### src/source/awg_pkg.sv
// shared types for awg_lite; at most 8 channels and MAX_DEPTH batches per channel
package awg_pkg;

  localparam int SAMPLE_WIDTH = 16;
  localparam int PARALLEL_SAMPLES = 2;
  localparam int MAX_DEPTH = 64;
  localparam int ADDR_W = $clog2(MAX_DEPTH);
  // one extra bit so a completely full channel can be described
  localparam int DEPTH_W = ADDR_W + 1;
  localparam int BURST_W = 16;
  localparam int CHAN_W = 3;

  // lowest sample sits in the low bits
  typedef logic [PARALLEL_SAMPLES-1:0][SAMPLE_WIDTH-1:0] sample_batch_t;

  typedef enum logic [1:0] {
    TRIG_NONE  = 2'd0,
    TRIG_FIRST = 2'd1,
    TRIG_EVERY = 2'd2
  } trig_mode_e;

  typedef enum logic [1:0] {
    XFER_OK           = 2'd0,
    XFER_EARLY_LAST   = 2'd1,
    XFER_MISSING_LAST = 2'd2
  } xfer_error_e;

  typedef struct packed {
    logic [DEPTH_W-1:0] depth;
    logic [BURST_W-1:0] burst;
    trig_mode_e         trig;
  } chan_config_t;

  typedef struct packed {
    logic              en;
    logic [CHAN_W-1:0] chan;
    logic [ADDR_W-1:0] addr;
    sample_batch_t     data;
  } mem_write_t;

endpackage

### src/source/awg_config_regs.sv
// config registers; readies are registered, so they rise one cycle after busy falls
`timescale 1ns/1ps

module awg_config_regs import awg_pkg::*; #(
  parameter int CHANNELS = 2,
  parameter int DEPTH = 64
) (
  input  logic                        dma_clk,
  input  logic                        rst_n,
  input  logic                        trig_valid,
  input  logic [2*CHANNELS-1:0]       trig_data,
  output logic                        trig_ready,
  input  logic                        burst_valid,
  input  logic [BURST_W*CHANNELS-1:0] burst_data,
  output logic                        burst_ready,
  input  logic                        depth_valid,
  input  logic [DEPTH_W*CHANNELS-1:0] depth_data,
  output logic                        depth_ready,
  input  logic                        busy,
  output chan_config_t                chan_cfg [CHANNELS],
  output logic                        arm
);

  logic cfg_ready;
  logic [DEPTH_W-1:0] depth_in [CHANNELS];

  assign trig_ready = cfg_ready;
  assign burst_ready = cfg_ready;
  assign depth_ready = cfg_ready;
  assign arm = depth_valid & cfg_ready;

  // depths beyond the memory size are clamped to the memory size
  always_comb begin
    for (int c = 0; c < CHANNELS; c++) begin
      if (depth_data[c*DEPTH_W +: DEPTH_W] > DEPTH_W'(DEPTH)) begin
        depth_in[c] = DEPTH_W'(DEPTH);
      end else begin
        depth_in[c] = depth_data[c*DEPTH_W +: DEPTH_W];
      end
    end
  end

  // arm also drops ready so no write sneaks in before loading is visible
  always_ff @(posedge dma_clk or negedge rst_n) begin
    if (!rst_n) begin
      cfg_ready <= 1'b0;
    end else begin
      cfg_ready <= ~(busy | arm);
    end
  end

  always_ff @(posedge dma_clk or negedge rst_n) begin
    if (!rst_n) begin
      for (int c = 0; c < CHANNELS; c++) begin
        chan_cfg[c] <= '{depth: '0, burst: '0, trig: TRIG_NONE};
      end
    end else begin
      for (int c = 0; c < CHANNELS; c++) begin
        if (trig_valid && cfg_ready) begin
          chan_cfg[c].trig <= trig_mode_e'(trig_data[2*c +: 2]);
        end
        if (burst_valid && cfg_ready) begin
          chan_cfg[c].burst <= burst_data[c*BURST_W +: BURST_W];
        end
        if (arm) begin
          chan_cfg[c].depth <= depth_in[c];
        end
      end
    end
  end

endmodule

### src/source/awg_dma_loader.sv
// dma loader; a depth write with every channel at 0 ends at once with XFER_OK
`timescale 1ns/1ps

module awg_dma_loader import awg_pkg::*; #(
  parameter int CHANNELS = 2
) (
  input  logic          dma_clk,
  input  logic          rst_n,
  input  logic          arm,
  input  chan_config_t  chan_cfg [CHANNELS],
  input  logic          dma_valid,
  input  sample_batch_t dma_data,
  input  logic          dma_last,
  output logic          dma_ready,
  output mem_write_t    mem_wr,
  output logic          loading,
  output logic          err_valid,
  output xfer_error_e   err_code,
  input  logic          err_ready
);

  logic [CHAN_W-1:0]  chan;
  logic [ADDR_W-1:0]  addr;
  logic [CHAN_W-1:0]  eff_chan;
  logic [DEPTH_W-1:0] eff_depth;
  logic               found;
  logic               more;
  logic               beat;
  logic               chan_end;
  logic               is_final;
  xfer_error_e        end_code;

  // first non-empty channel at or above chan, and whether another one follows
  always_comb begin
    found = 1'b0;
    more = 1'b0;
    eff_chan = '0;
    eff_depth = '0;
    for (int c = 0; c < CHANNELS; c++) begin
      if (c >= chan && chan_cfg[c].depth != '0) begin
        if (!found) begin
          found = 1'b1;
          eff_chan = CHAN_W'(c);
          eff_depth = chan_cfg[c].depth;
        end else begin
          more = 1'b1;
        end
      end
    end
  end

  assign dma_ready = loading & found;
  assign beat = dma_valid & dma_ready;
  assign chan_end = {1'b0, addr} == eff_depth - 1'b1;
  assign is_final = chan_end & ~more;

  always_comb begin
    if (is_final && dma_last) begin
      end_code = XFER_OK;
    end else if (dma_last) begin
      end_code = XFER_EARLY_LAST;
    end else begin
      end_code = XFER_MISSING_LAST;
    end
  end

  assign mem_wr = '{en: beat, chan: eff_chan, addr: addr, data: dma_data};

  always_ff @(posedge dma_clk or negedge rst_n) begin
    if (!rst_n) begin
      loading <= 1'b0;
      chan <= '0;
      addr <= '0;
      err_valid <= 1'b0;
      err_code <= XFER_OK;
    end else begin
      if (err_valid && err_ready) begin
        err_valid <= 1'b0;
      end
      if (arm) begin
        loading <= 1'b1;
        chan <= '0;
        addr <= '0;
      end else if (loading && !found) begin
        loading <= 1'b0;
        err_valid <= 1'b1;
        err_code <= XFER_OK;
      end else if (beat) begin
        if (dma_last || is_final) begin
          loading <= 1'b0;
          err_valid <= 1'b1;
          err_code <= end_code;
        end else if (chan_end) begin
          chan <= eff_chan + 1'b1;
          addr <= '0;
        end else begin
          addr <= addr + 1'b1;
        end
      end
    end
  end

endmodule

### src/source/awg_wave_memory.sv
// waveform storage, contents undefined after power-up; addresses must stay below DEPTH
`timescale 1ns/1ps

module awg_wave_memory import awg_pkg::*; #(
  parameter int CHANNELS = 2,
  parameter int DEPTH = 64
) (
  input  logic          dma_clk,
  input  mem_write_t    mem_wr,
  input  logic [ADDR_W-1:0] rd_addr [CHANNELS],
  output sample_batch_t rd_data [CHANNELS]
);

  for (genvar c = 0; c < CHANNELS; c++) begin : g_chan
    sample_batch_t mem [DEPTH];
    logic          wr_hit;

    assign wr_hit = mem_wr.en && (mem_wr.chan == CHAN_W'(c));

    always_ff @(posedge dma_clk) begin
      if (wr_hit) begin
        mem[mem_wr.addr] <= mem_wr.data;
      end
    end

    // registered read, data follows the address by one cycle
    always_ff @(posedge dma_clk) begin
      rd_data[c] <= mem[rd_addr[c]];
    end
  end

endmodule

### src/source/awg_channel_player.sv
// one playback channel; cfg must not change while the channel is active
`timescale 1ns/1ps

module awg_channel_player import awg_pkg::*; (
  input  logic              dma_clk,
  input  logic              rst_n,
  input  chan_config_t      cfg,
  input  logic              start,
  input  logic              stop,
  output logic [ADDR_W-1:0] rd_addr,
  input  sample_batch_t     rd_data,
  output logic              active,
  output sample_batch_t     out_data,
  output logic              out_valid,
  output logic              out_trigger
);

  logic [ADDR_W-1:0]  addr;
  logic [BURST_W-1:0] burst_cnt;
  logic               valid_d;
  logic               trig_d;
  logic               trig_now;
  logic               last_addr;
  logic               last_burst;

  assign rd_addr = addr;
  assign last_addr = {1'b0, addr} == cfg.depth - 1'b1;
  assign last_burst = burst_cnt == cfg.burst - 1'b1;

  always_comb begin
    trig_now = 1'b0;
    if (addr == '0) begin
      case (cfg.trig)
        TRIG_FIRST: trig_now = burst_cnt == '0;
        TRIG_EVERY: trig_now = 1'b1;
        default:    trig_now = 1'b0;
      endcase
    end
  end

  always_ff @(posedge dma_clk or negedge rst_n) begin
    if (!rst_n) begin
      active <= 1'b0;
      addr <= '0;
      burst_cnt <= '0;
      valid_d <= 1'b0;
      trig_d <= 1'b0;
    end else begin
      // valid and trigger line up with the registered memory read
      valid_d <= active & ~stop;
      trig_d <= active & ~stop & trig_now;
      if (stop) begin
        active <= 1'b0;
      end else if (start) begin
        active <= (cfg.depth != '0) && (cfg.burst != '0);
        addr <= '0;
        burst_cnt <= '0;
      end else if (active) begin
        if (last_addr) begin
          addr <= '0;
          if (last_burst) begin
            active <= 1'b0;
          end else begin
            burst_cnt <= burst_cnt + 1'b1;
          end
        end else begin
          addr <= addr + 1'b1;
        end
      end
    end
  end

  assign out_valid = valid_d;
  assign out_trigger = trig_d;
  assign out_data = valid_d ? rd_data : '0;

endmodule

### src/source/awg_top.sv
// awg_lite top; CHANNELS at most 8, DEPTH at most MAX_DEPTH, larger depth writes are clamped
`timescale 1ns/1ps

module awg_top import awg_pkg::*; #(
  parameter int CHANNELS = 2,
  parameter int DEPTH = 64
) (
  input  logic                        dma_clk,
  input  logic                        rst_n,
  input  logic                        trig_cfg_valid,
  output logic                        trig_cfg_ready,
  input  logic [2*CHANNELS-1:0]       trig_cfg_data,
  input  logic                        burst_cfg_valid,
  output logic                        burst_cfg_ready,
  input  logic [BURST_W*CHANNELS-1:0] burst_cfg_data,
  input  logic                        depth_cfg_valid,
  output logic                        depth_cfg_ready,
  input  logic [DEPTH_W*CHANNELS-1:0] depth_cfg_data,
  input  logic                        dma_in_valid,
  output logic                        dma_in_ready,
  input  sample_batch_t               dma_in_data,
  input  logic                        dma_in_last,
  input  logic                        start_stop_valid,
  output logic                        start_stop_ready,
  input  logic [1:0]                  start_stop_data,
  output logic                        xfer_error_valid,
  input  logic                        xfer_error_ready,
  output xfer_error_e                 xfer_error_data,
  output sample_batch_t               dac_data [CHANNELS],
  output logic [CHANNELS-1:0]         dac_valid,
  output logic [CHANNELS-1:0]         dac_trigger
);

  chan_config_t      chan_cfg [CHANNELS];
  mem_write_t        mem_wr;
  logic [ADDR_W-1:0] rd_addr [CHANNELS];
  sample_batch_t     rd_data [CHANNELS];
  logic [CHANNELS-1:0] chan_active;
  logic              arm;
  logic              loading;
  logic              ss_enable;
  logic              ss_beat;
  logic              start_pulse;
  logic              stop_pulse;
  logic              busy;

  // holds start/stop ready low until the first clock after reset
  always_ff @(posedge dma_clk or negedge rst_n) begin
    if (!rst_n) begin
      ss_enable <= 1'b0;
    end else begin
      ss_enable <= 1'b1;
    end
  end

  // bit 1 is start, bit 0 is stop; start waits while a load is pending
  assign start_stop_ready = ss_enable & (~(loading | arm) | start_stop_data[0]);
  assign ss_beat = start_stop_valid & start_stop_ready;
  assign start_pulse = ss_beat & start_stop_data[1] & ~(loading | arm);
  assign stop_pulse = ss_beat & start_stop_data[0];
  assign busy = loading | (|chan_active) | start_pulse;

  awg_config_regs #(.CHANNELS(CHANNELS), .DEPTH(DEPTH)) awg_config_regs_inst (
    .dma_clk, .rst_n,
    .trig_valid(trig_cfg_valid), .trig_data(trig_cfg_data), .trig_ready(trig_cfg_ready),
    .burst_valid(burst_cfg_valid), .burst_data(burst_cfg_data),
    .burst_ready(burst_cfg_ready),
    .depth_valid(depth_cfg_valid), .depth_data(depth_cfg_data),
    .depth_ready(depth_cfg_ready),
    .busy, .chan_cfg, .arm
  );

  awg_dma_loader #(.CHANNELS(CHANNELS)) awg_dma_loader_inst (
    .dma_clk, .rst_n, .arm, .chan_cfg,
    .dma_valid(dma_in_valid), .dma_data(dma_in_data), .dma_last(dma_in_last),
    .dma_ready(dma_in_ready), .mem_wr, .loading,
    .err_valid(xfer_error_valid), .err_code(xfer_error_data),
    .err_ready(xfer_error_ready)
  );

  awg_wave_memory #(.CHANNELS(CHANNELS), .DEPTH(DEPTH)) awg_wave_memory_inst (
    .dma_clk, .mem_wr, .rd_addr, .rd_data
  );

  for (genvar c = 0; c < CHANNELS; c++) begin : g_player
    awg_channel_player awg_channel_player_inst (
      .dma_clk, .rst_n,
      .cfg(chan_cfg[c]), .start(start_pulse), .stop(stop_pulse),
      .rd_addr(rd_addr[c]), .rd_data(rd_data[c]), .active(chan_active[c]),
      .out_data(dac_data[c]), .out_valid(dac_valid[c]), .out_trigger(dac_trigger[c])
    );
  end

endmodule

### config.mk
export PLATFORM = sky130hd
export DESIGN_NAME = awg_top
export DESIGN_NICKNAME = d
export VERILOG_FILES = /design/src/source/awg_pkg.sv /design/src/source/awg_config_regs.sv /design/src/source/awg_dma_loader.sv /design/src/source/awg_wave_memory.sv /design/src/source/awg_channel_player.sv /design/src/source/awg_top.sv
export SDC_FILE = /design/constraint.sdc
export NUM_CORES = 2
export LEC_CHECK = 0
export BUFFER_PORTS_ARGS = -buffer_cell sky130_fd_sc_hd__buf_2
export CORE_UTILIZATION = 60
export CTS_CLUSTER_SIZE = 10
export DETAILED_ROUTE_END_ITERATION = 7
export PLACE_DENSITY = 0.76
export RECOVER_POWER = 50
export SYNTH_ARGS = -nofsm -noshare
export SYNTH_HDL_FRONTEND = slang
export SYNTH_SLANG_ARGS = --single-unit
### constraint.sdc
create_clock -name dma_clk -period 15.15 [get_ports dma_clk]
set_input_delay 2.2725 -clock dma_clk [delete_from_list [all_inputs] [get_ports dma_clk]]
set_output_delay 2.2725 -clock dma_clk [all_outputs]
set_load 0.005 [all_outputs]
Word-level counts from Yosys, hierarchy flattened
Memories as Yosys holds them, arrays and structs flattened. A register that Yosys moved wholly into a read port is not among the register bits.
Index checks and enable logic that the tools add are counted.
{"block": "classes", "bitwise_logic": 23, "mux": 69, "n_reduce_logical": 41, "n_eq_ne": 14, "add_sub_neg": 11, "magnitude_cmp": 4}
{"operator": "2-to-1 mux 16 bit", "count": 8}
{"operator": "2-to-1 mux 6 bit", "count": 11}
{"operator": "2-to-1 mux 32 bit", "count": 2}
{"operator": "2-to-1 mux 7 bit", "count": 5}
{"operator": "adder 16 x 1 -> 16 bit, second input constant", "count": 2}
{"operator": "== test 16 bit", "count": 2}
{"operator": "zero test 16 bit", "count": 2}
{"operator": "nonzero test 16 bit", "count": 2}
{"operator": "subtractor 16 x 1 -> 16 bit, second input constant", "count": 2}
{"operator": "2-to-1 mux 1 bit", "count": 30}
{"operator": "== test 6 x 7 -> 1 bit", "count": 3}
{"operator": "subtractor 7 x 1 -> 7 bit, second input constant", "count": 3}
{"operator": "adder 6 x 1 -> 6 bit, second input constant", "count": 3}
{"operator": "2-to-1 mux 3 bit", "count": 6}
{"operator": "nonzero test 2 bit", "count": 8}
{"operator": "> comparator 7 bit, second input constant", "count": 2}
{"operator": "nonzero test 7 bit", "count": 2}
{"operator": "AND 1 bit", "count": 13}
{"operator": "zero test 6 bit", "count": 2}
{"operator": "AND reduction 4 bit", "count": 3}
{"operator": "logical AND 1 bit", "count": 11}
{"operator": "2-to-1 mux 2 bit", "count": 5}
{"operator": "!= test 2 bit, second input constant", "count": 4}
{"operator": "greater-or-equal comparator 1 x 3 -> 1 bit, first input constant", "count": 2}
{"operator": "14 further kinds", "count": 29}
{"block": "totals", "in_bits": 93, "n_memories": 2, "register_bits": 115, "out_inout_bits": 76, "elab_cells": 187, "ramBits": 4096}
{"name": "awg_wave_memory_inst.g_chan[0].mem", "words": 64, "word_bits": 32, "rd": 1, "rd_ports_with_merged_regs": 1, "wr": 1, "line": "awg_wave_memory.sv:15", "source": "sample_batch_t mem [DEPTH];"}
{"name": "awg_wave_memory_inst.g_chan[1].mem", "words": 64, "word_bits": 32, "rd": 1, "rd_ports_with_merged_regs": 1, "wr": 1, "line": "awg_wave_memory.sv:15"}

Depth between registers and ports, before layout
{"block": "logic_depth", "ltp_word": 13, "depth_mapped": 14}

Modules after synthesis
Synthesis repeated with hierarchy kept, for this count alone.
{"block": "hier_totals", "cells_unflattened": 7674, "area_unflattened_um2": 165264.8}
{"module": "awg_wave_memory", "seq_area_each_um2": 124279.2, "area_per_inst_um2": 156840.4, "n_inst": 1, "cells_each": 6748}
{"module": "awg_channel_player", "seq_area_each_um2": 625.6, "area_per_inst_um2": 2383.5, "n_inst": 2, "cells_each": 303}
{"module": "awg_config_regs", "seq_area_each_um2": 1276.2, "area_per_inst_um2": 2033.2, "n_inst": 1, "cells_each": 124}
{"module": "awg_dma_loader", "seq_area_each_um2": 300.3, "area_per_inst_um2": 1556.5, "n_inst": 1, "cells_each": 187}
{"module": "awg_top", "seq_area_each_um2": 25.0, "area_per_inst_um2": 67.6, "n_inst": 1, "cells_each": 9}

Worst setup path before layout
No wires, ideal clock.
{"block": "synth_timing", "kind": "in2reg", "startpoint": "in dma_in_valid", "endpoint": "mem awg_wave_memory_inst.g_chan[1].mem[15][0] (netlist bit) (enable)", "n_path_buf": 0, "t_arrival_ps": 5909, "path_stages": 3, "slack_ps": 8739, "setup_ps": 501, "cell_sequence": "nand3_1 or3_1 nor4_1"}
{"block": "synth_via", "elab_chain_len": 4}
{"item": "from (decl)", "line": "awg_top.sv:19", "source": "input logic dma_in_valid,"}
{"item": "AND 1 bit", "line": "awg_dma_loader.sv:53", "source": "assign beat = dma_valid & dma_ready;"}
{"item": "logical AND 1 bit", "line": "awg_wave_memory.sv:18", "source": "assign wr_hit = mem_wr.en && (mem_wr.chan == CHAN_W'(c));"}
{"item": "2-to-1 mux 1 bit", "line": "awg_wave_memory.sv:21", "source": "if (wr_hit) begin"}
{"item": "2-to-1 mux 1 bit (not written as such)", "line": "awg_wave_memory.sv:22", "source": "mem[mem_wr.addr] <= mem_wr.data;"}
{"item": "to (decl)", "line": "awg_wave_memory.sv:15"}
Every way passes these cells.

==> flow_summary.ini <==
[synth]
synthArstFlopShare = 0.02667
synthTopCellsByArea = edfxtp_1, mux4_2, dfrtp_1, dfxtp_1, clkbuf_1
synth_xor_area_frac = 0.003829
syn-num-nets = 7208
yosysTopAreaCellShare = 0.7469
syn_area_sq_mm = 0.1647
synthMuxAreaShare = 0.1813
synth.avg_cell_area_sq_um = 23.21
synth.most_common_cell = edfxtp_1
synth_top_family_by_area = multiplexers
synth_common_cells = edfxtp_1, mux4_2, clkbuf_1
synth_adder_area_share = 0.001520
synthDistinctLibCells = 83
synth_top_cell_by_area = edfxtp_1
synth-simple-area-share = 0.01969
ys_seq_elements = 4274
synth_warnings = 0
synth_flop_cell = edfxtp_1
seq_area_frac_synth = 0.7720
syn_inst = 7095
synth_compound_area_frac = 0.01139
synth_edf_count = 4096

[drt]
routed_wl_microns = 428600
routed-wl-met2_microns = 208900
wl_met1_microns = 144100
avgViaCountPerCell = 6.985
top_layer_used = met5
ant_nets = 0
met3_length_microns = 49020
vias = 79500
drc_errors = 0
wl_per_cell_microns = 37.66
drt_pass1_iterations = 6
drt_iter0_markers = 12590

[sta]
final_max_slew_viol_count = 4410
period_minus_slack_ns = 7.760
max_freq_mhz = 128.9
rsz0062_at_grt = false
whs_ns = 0.5613
timing.slew.headroom = -2.825
final_hold_viol_count = 0
tightest_slew_ns = 5.738
setup_viol_count_final = 0
setup_tns_ns = 0
finalCritPeriodShare = 0.5122
clock_skew_ns = 0.08142

[die]
die_x_microns = 525.9
dieArea_sq_mm = 0.2766
rows = 191
ios = 169
start_util = 0.6055
dieHeight_microns = 525.9
core_sq_mm = 0.2720

[critical_path]
critical_path_class = reg -> reg
rr_startpoint = g_player[1].awg_channel_player_inst.rd_addr[1]$_DFFE_PN0P_
arrival_ns = 8.59
crit_path_max_fanout = 62
r2r_cells = 8
start_kind = flip-flop
startpoint = g_player[1].awg_channel_player_inst.rd_addr[1]$_DFFE_PN0P_
endpoint = awg_wave_memory_inst.rd_data[6]$_DFF_P_
rrSetupSlack_ns = 7.39
endpoint_kind = flip-flop
timing.rr.end = awg_wave_memory_inst.rd_data[6]$_DFF_P_
crit_required_ns = 15.98

[worst_hold_path]
holdCritPathClass = reg -> reg
hp-start = awg_config_regs_inst.chan_cfg[1]$_DFFE_PN0P_

[clock_tree]
clock_path_buffers = 4
post_cts_resized = 0
cts_hold_buf = 0
postCtsSetupBuffers = 0
clk_pin_slew_worst_paths_ns = 0.06
insertion_delay_ns = 1.03
tritoncts = built
cts.root.buffer_cell = clkbuf_16
clkSinkCount = 4274
htreeDepth = 5
cts_made_buffers = 469

[power_and_ir_drop]
p_int_mw = 22.85
pwr-share-seq = 0.422
switching_share = 0.3016
switchingPower_mw = 9.868
ir_worst_vdd_mv = 0.4178
p_total_mw = 32.72
p_comb_frac = 0.265
power_density_mw_per_mm2 = 177.8
p_leak_nw = 56.81
power_frac_clock = 0.313

[global_routing]
grt_max_degree = 157
grt_usage = 0.3130
grt_pass1_wl_microns = 606400
antenna_found_initial = 42
grt_pass1_vias = 80890
overflow = 0

[finish]
postLayoutCoreUtil = 0.6766
regArea_sq_mm = 0.1272
multi_input_area_sq_mm = 0.03682
drive_gt1_frac = 0.2899
nFillCells = 15830
area_growth_pct = 11.74
fin_nets = 7619

[place]
gp_congestion = 0.8587
hpwl_microns = 236000
port_buffers = 168

[outcome]
outcome = finished, violations left
violations = max-capacitance violations, max-slew violations

[flow_run]
drv_cap = 68
-- logic make-up after synthesis --
group | count (synthesis)
AND/OR/NAND/NOR | 639
AO/OA/AOI/OAI | 270
flip-flops | 4274
multiplexers | 1384
XOR/XNOR | 72
adder cells (fa/ha/maj) | 20
other | 1
buffers and inverters | 435
-- area by class of cell --
cell class | count | area share
multi-input combinational | 2386 | 0.2001
clock buffer | 724 | 0.06937
timing repair buffer | 330 | 0.01050
antenna | 21 | 0.0002856
tap | 3570 | 0.02427
sequential | 4274 | 0.6911
clock inverter | 31 | 0.003508
inverter | 45 | 0.0009315
-- per-stage QoR --
stage	cell area, sq um	worst slack [ns]	cells
floorplan	164700	8.739	7095
global placement	170800	8.881	10600
detailed placement	170800	8.821	10600
CTS	184200	9.224	11360
global route	184000	7.184	11370
finish	184000	7.390	11380
-- placed cells by master, fill, tap and decap left out, drive strengths merged, types with 34 or more instances in the layout --
cell type and instances:
o21ai 54, inv 50, dfrtp 114, clkbuf 797, buf 257, nand3 47, mux2 58, nand2 131
edfxtp 4096, mux2i 53, dfxtp 64, a21oi 56, nor2 180, nor3 34, mux4 1273, and2 79
xnor2 40
-- worst max-delay path, cell delays in order, from the launching register on --
cell and delay [ns]:
dfrtp_1 2.14, clkbuf_1 1.75, buf_4 0.87, buf_4 0.86
mux4_2 0.42, and2_1 0.17, a211oi_1 0.39, a31oi_1 0.24
mux4_2 0.57
-- flip-flops by register name, summed over array words and instances (netlist names) --
name	count
awg_config_regs_inst.burst_ready	1
awg_config_regs_inst.chan_cfg	50
awg_dma_loader_inst.addr	6
awg_dma_loader_inst.chan	2
awg_dma_loader_inst.err_code	2
awg_dma_loader_inst.err_valid	1
awg_dma_loader_inst.loading	1
awg_wave_memory_inst.g_chan.mem	4096
awg_wave_memory_inst.rd_data	64
g_player.awg_channel_player_inst.active	2
g_player.awg_channel_player_inst.burst_cnt	32
g_player.awg_channel_player_inst.out_trigger	2
g_player.awg_channel_player_inst.out_valid	2
g_player.awg_channel_player_inst.rd_addr	12
ss_enable	1
-- worst min-delay path by stage --
stage | end | depth (start not counted) | slack [ns]
2_1_floorplan | g_player[1].awg_channel_player_inst.out_valid$_DFF_PN0_ | 2 | 0.49
3_3_place_gp | awg_dma_loader_inst.err_code[1]$_DFFE_PN0P_ | 2 | 0.53
3_5_place_dp | awg_dma_loader_inst.err_code[1]$_DFFE_PN0P_ | 2 | 0.55
4_1_cts | awg_dma_loader_inst.err_code[1]$_DFFE_PN0P_ | 2 | 0.55
5_1_grt | awg_dma_loader_inst.err_code[1]$_DFFE_PN0P_ | 2 | 0.60
6_report | awg_config_regs_inst.chan_cfg[1]$_DFFE_PN0P_ | 1 | 0.56
-- power by group through the flow --
stage / logic [mW] / clock network [mW] / registers [mW]
after global routing: 8.96 / 10.7 / 13.8
after CTS: 8.65 / 10.3 / 13.8
after global placement: 8.38 / 0 / 14.0
final: 8.68 / 10.2 / 13.8
after detailed placement: 8.50 / 0 / 14.0
after floorplan: 5.64 / 0 / 13.6
-- metal layers --
layer	up-vias	track usage
met5	-	0
met4	34	0.1577
met2	5706	0.5028
met3	959	0.05930
met1	41840	0.4159
li1	30960	-
(Power assumes the default switching activity.)
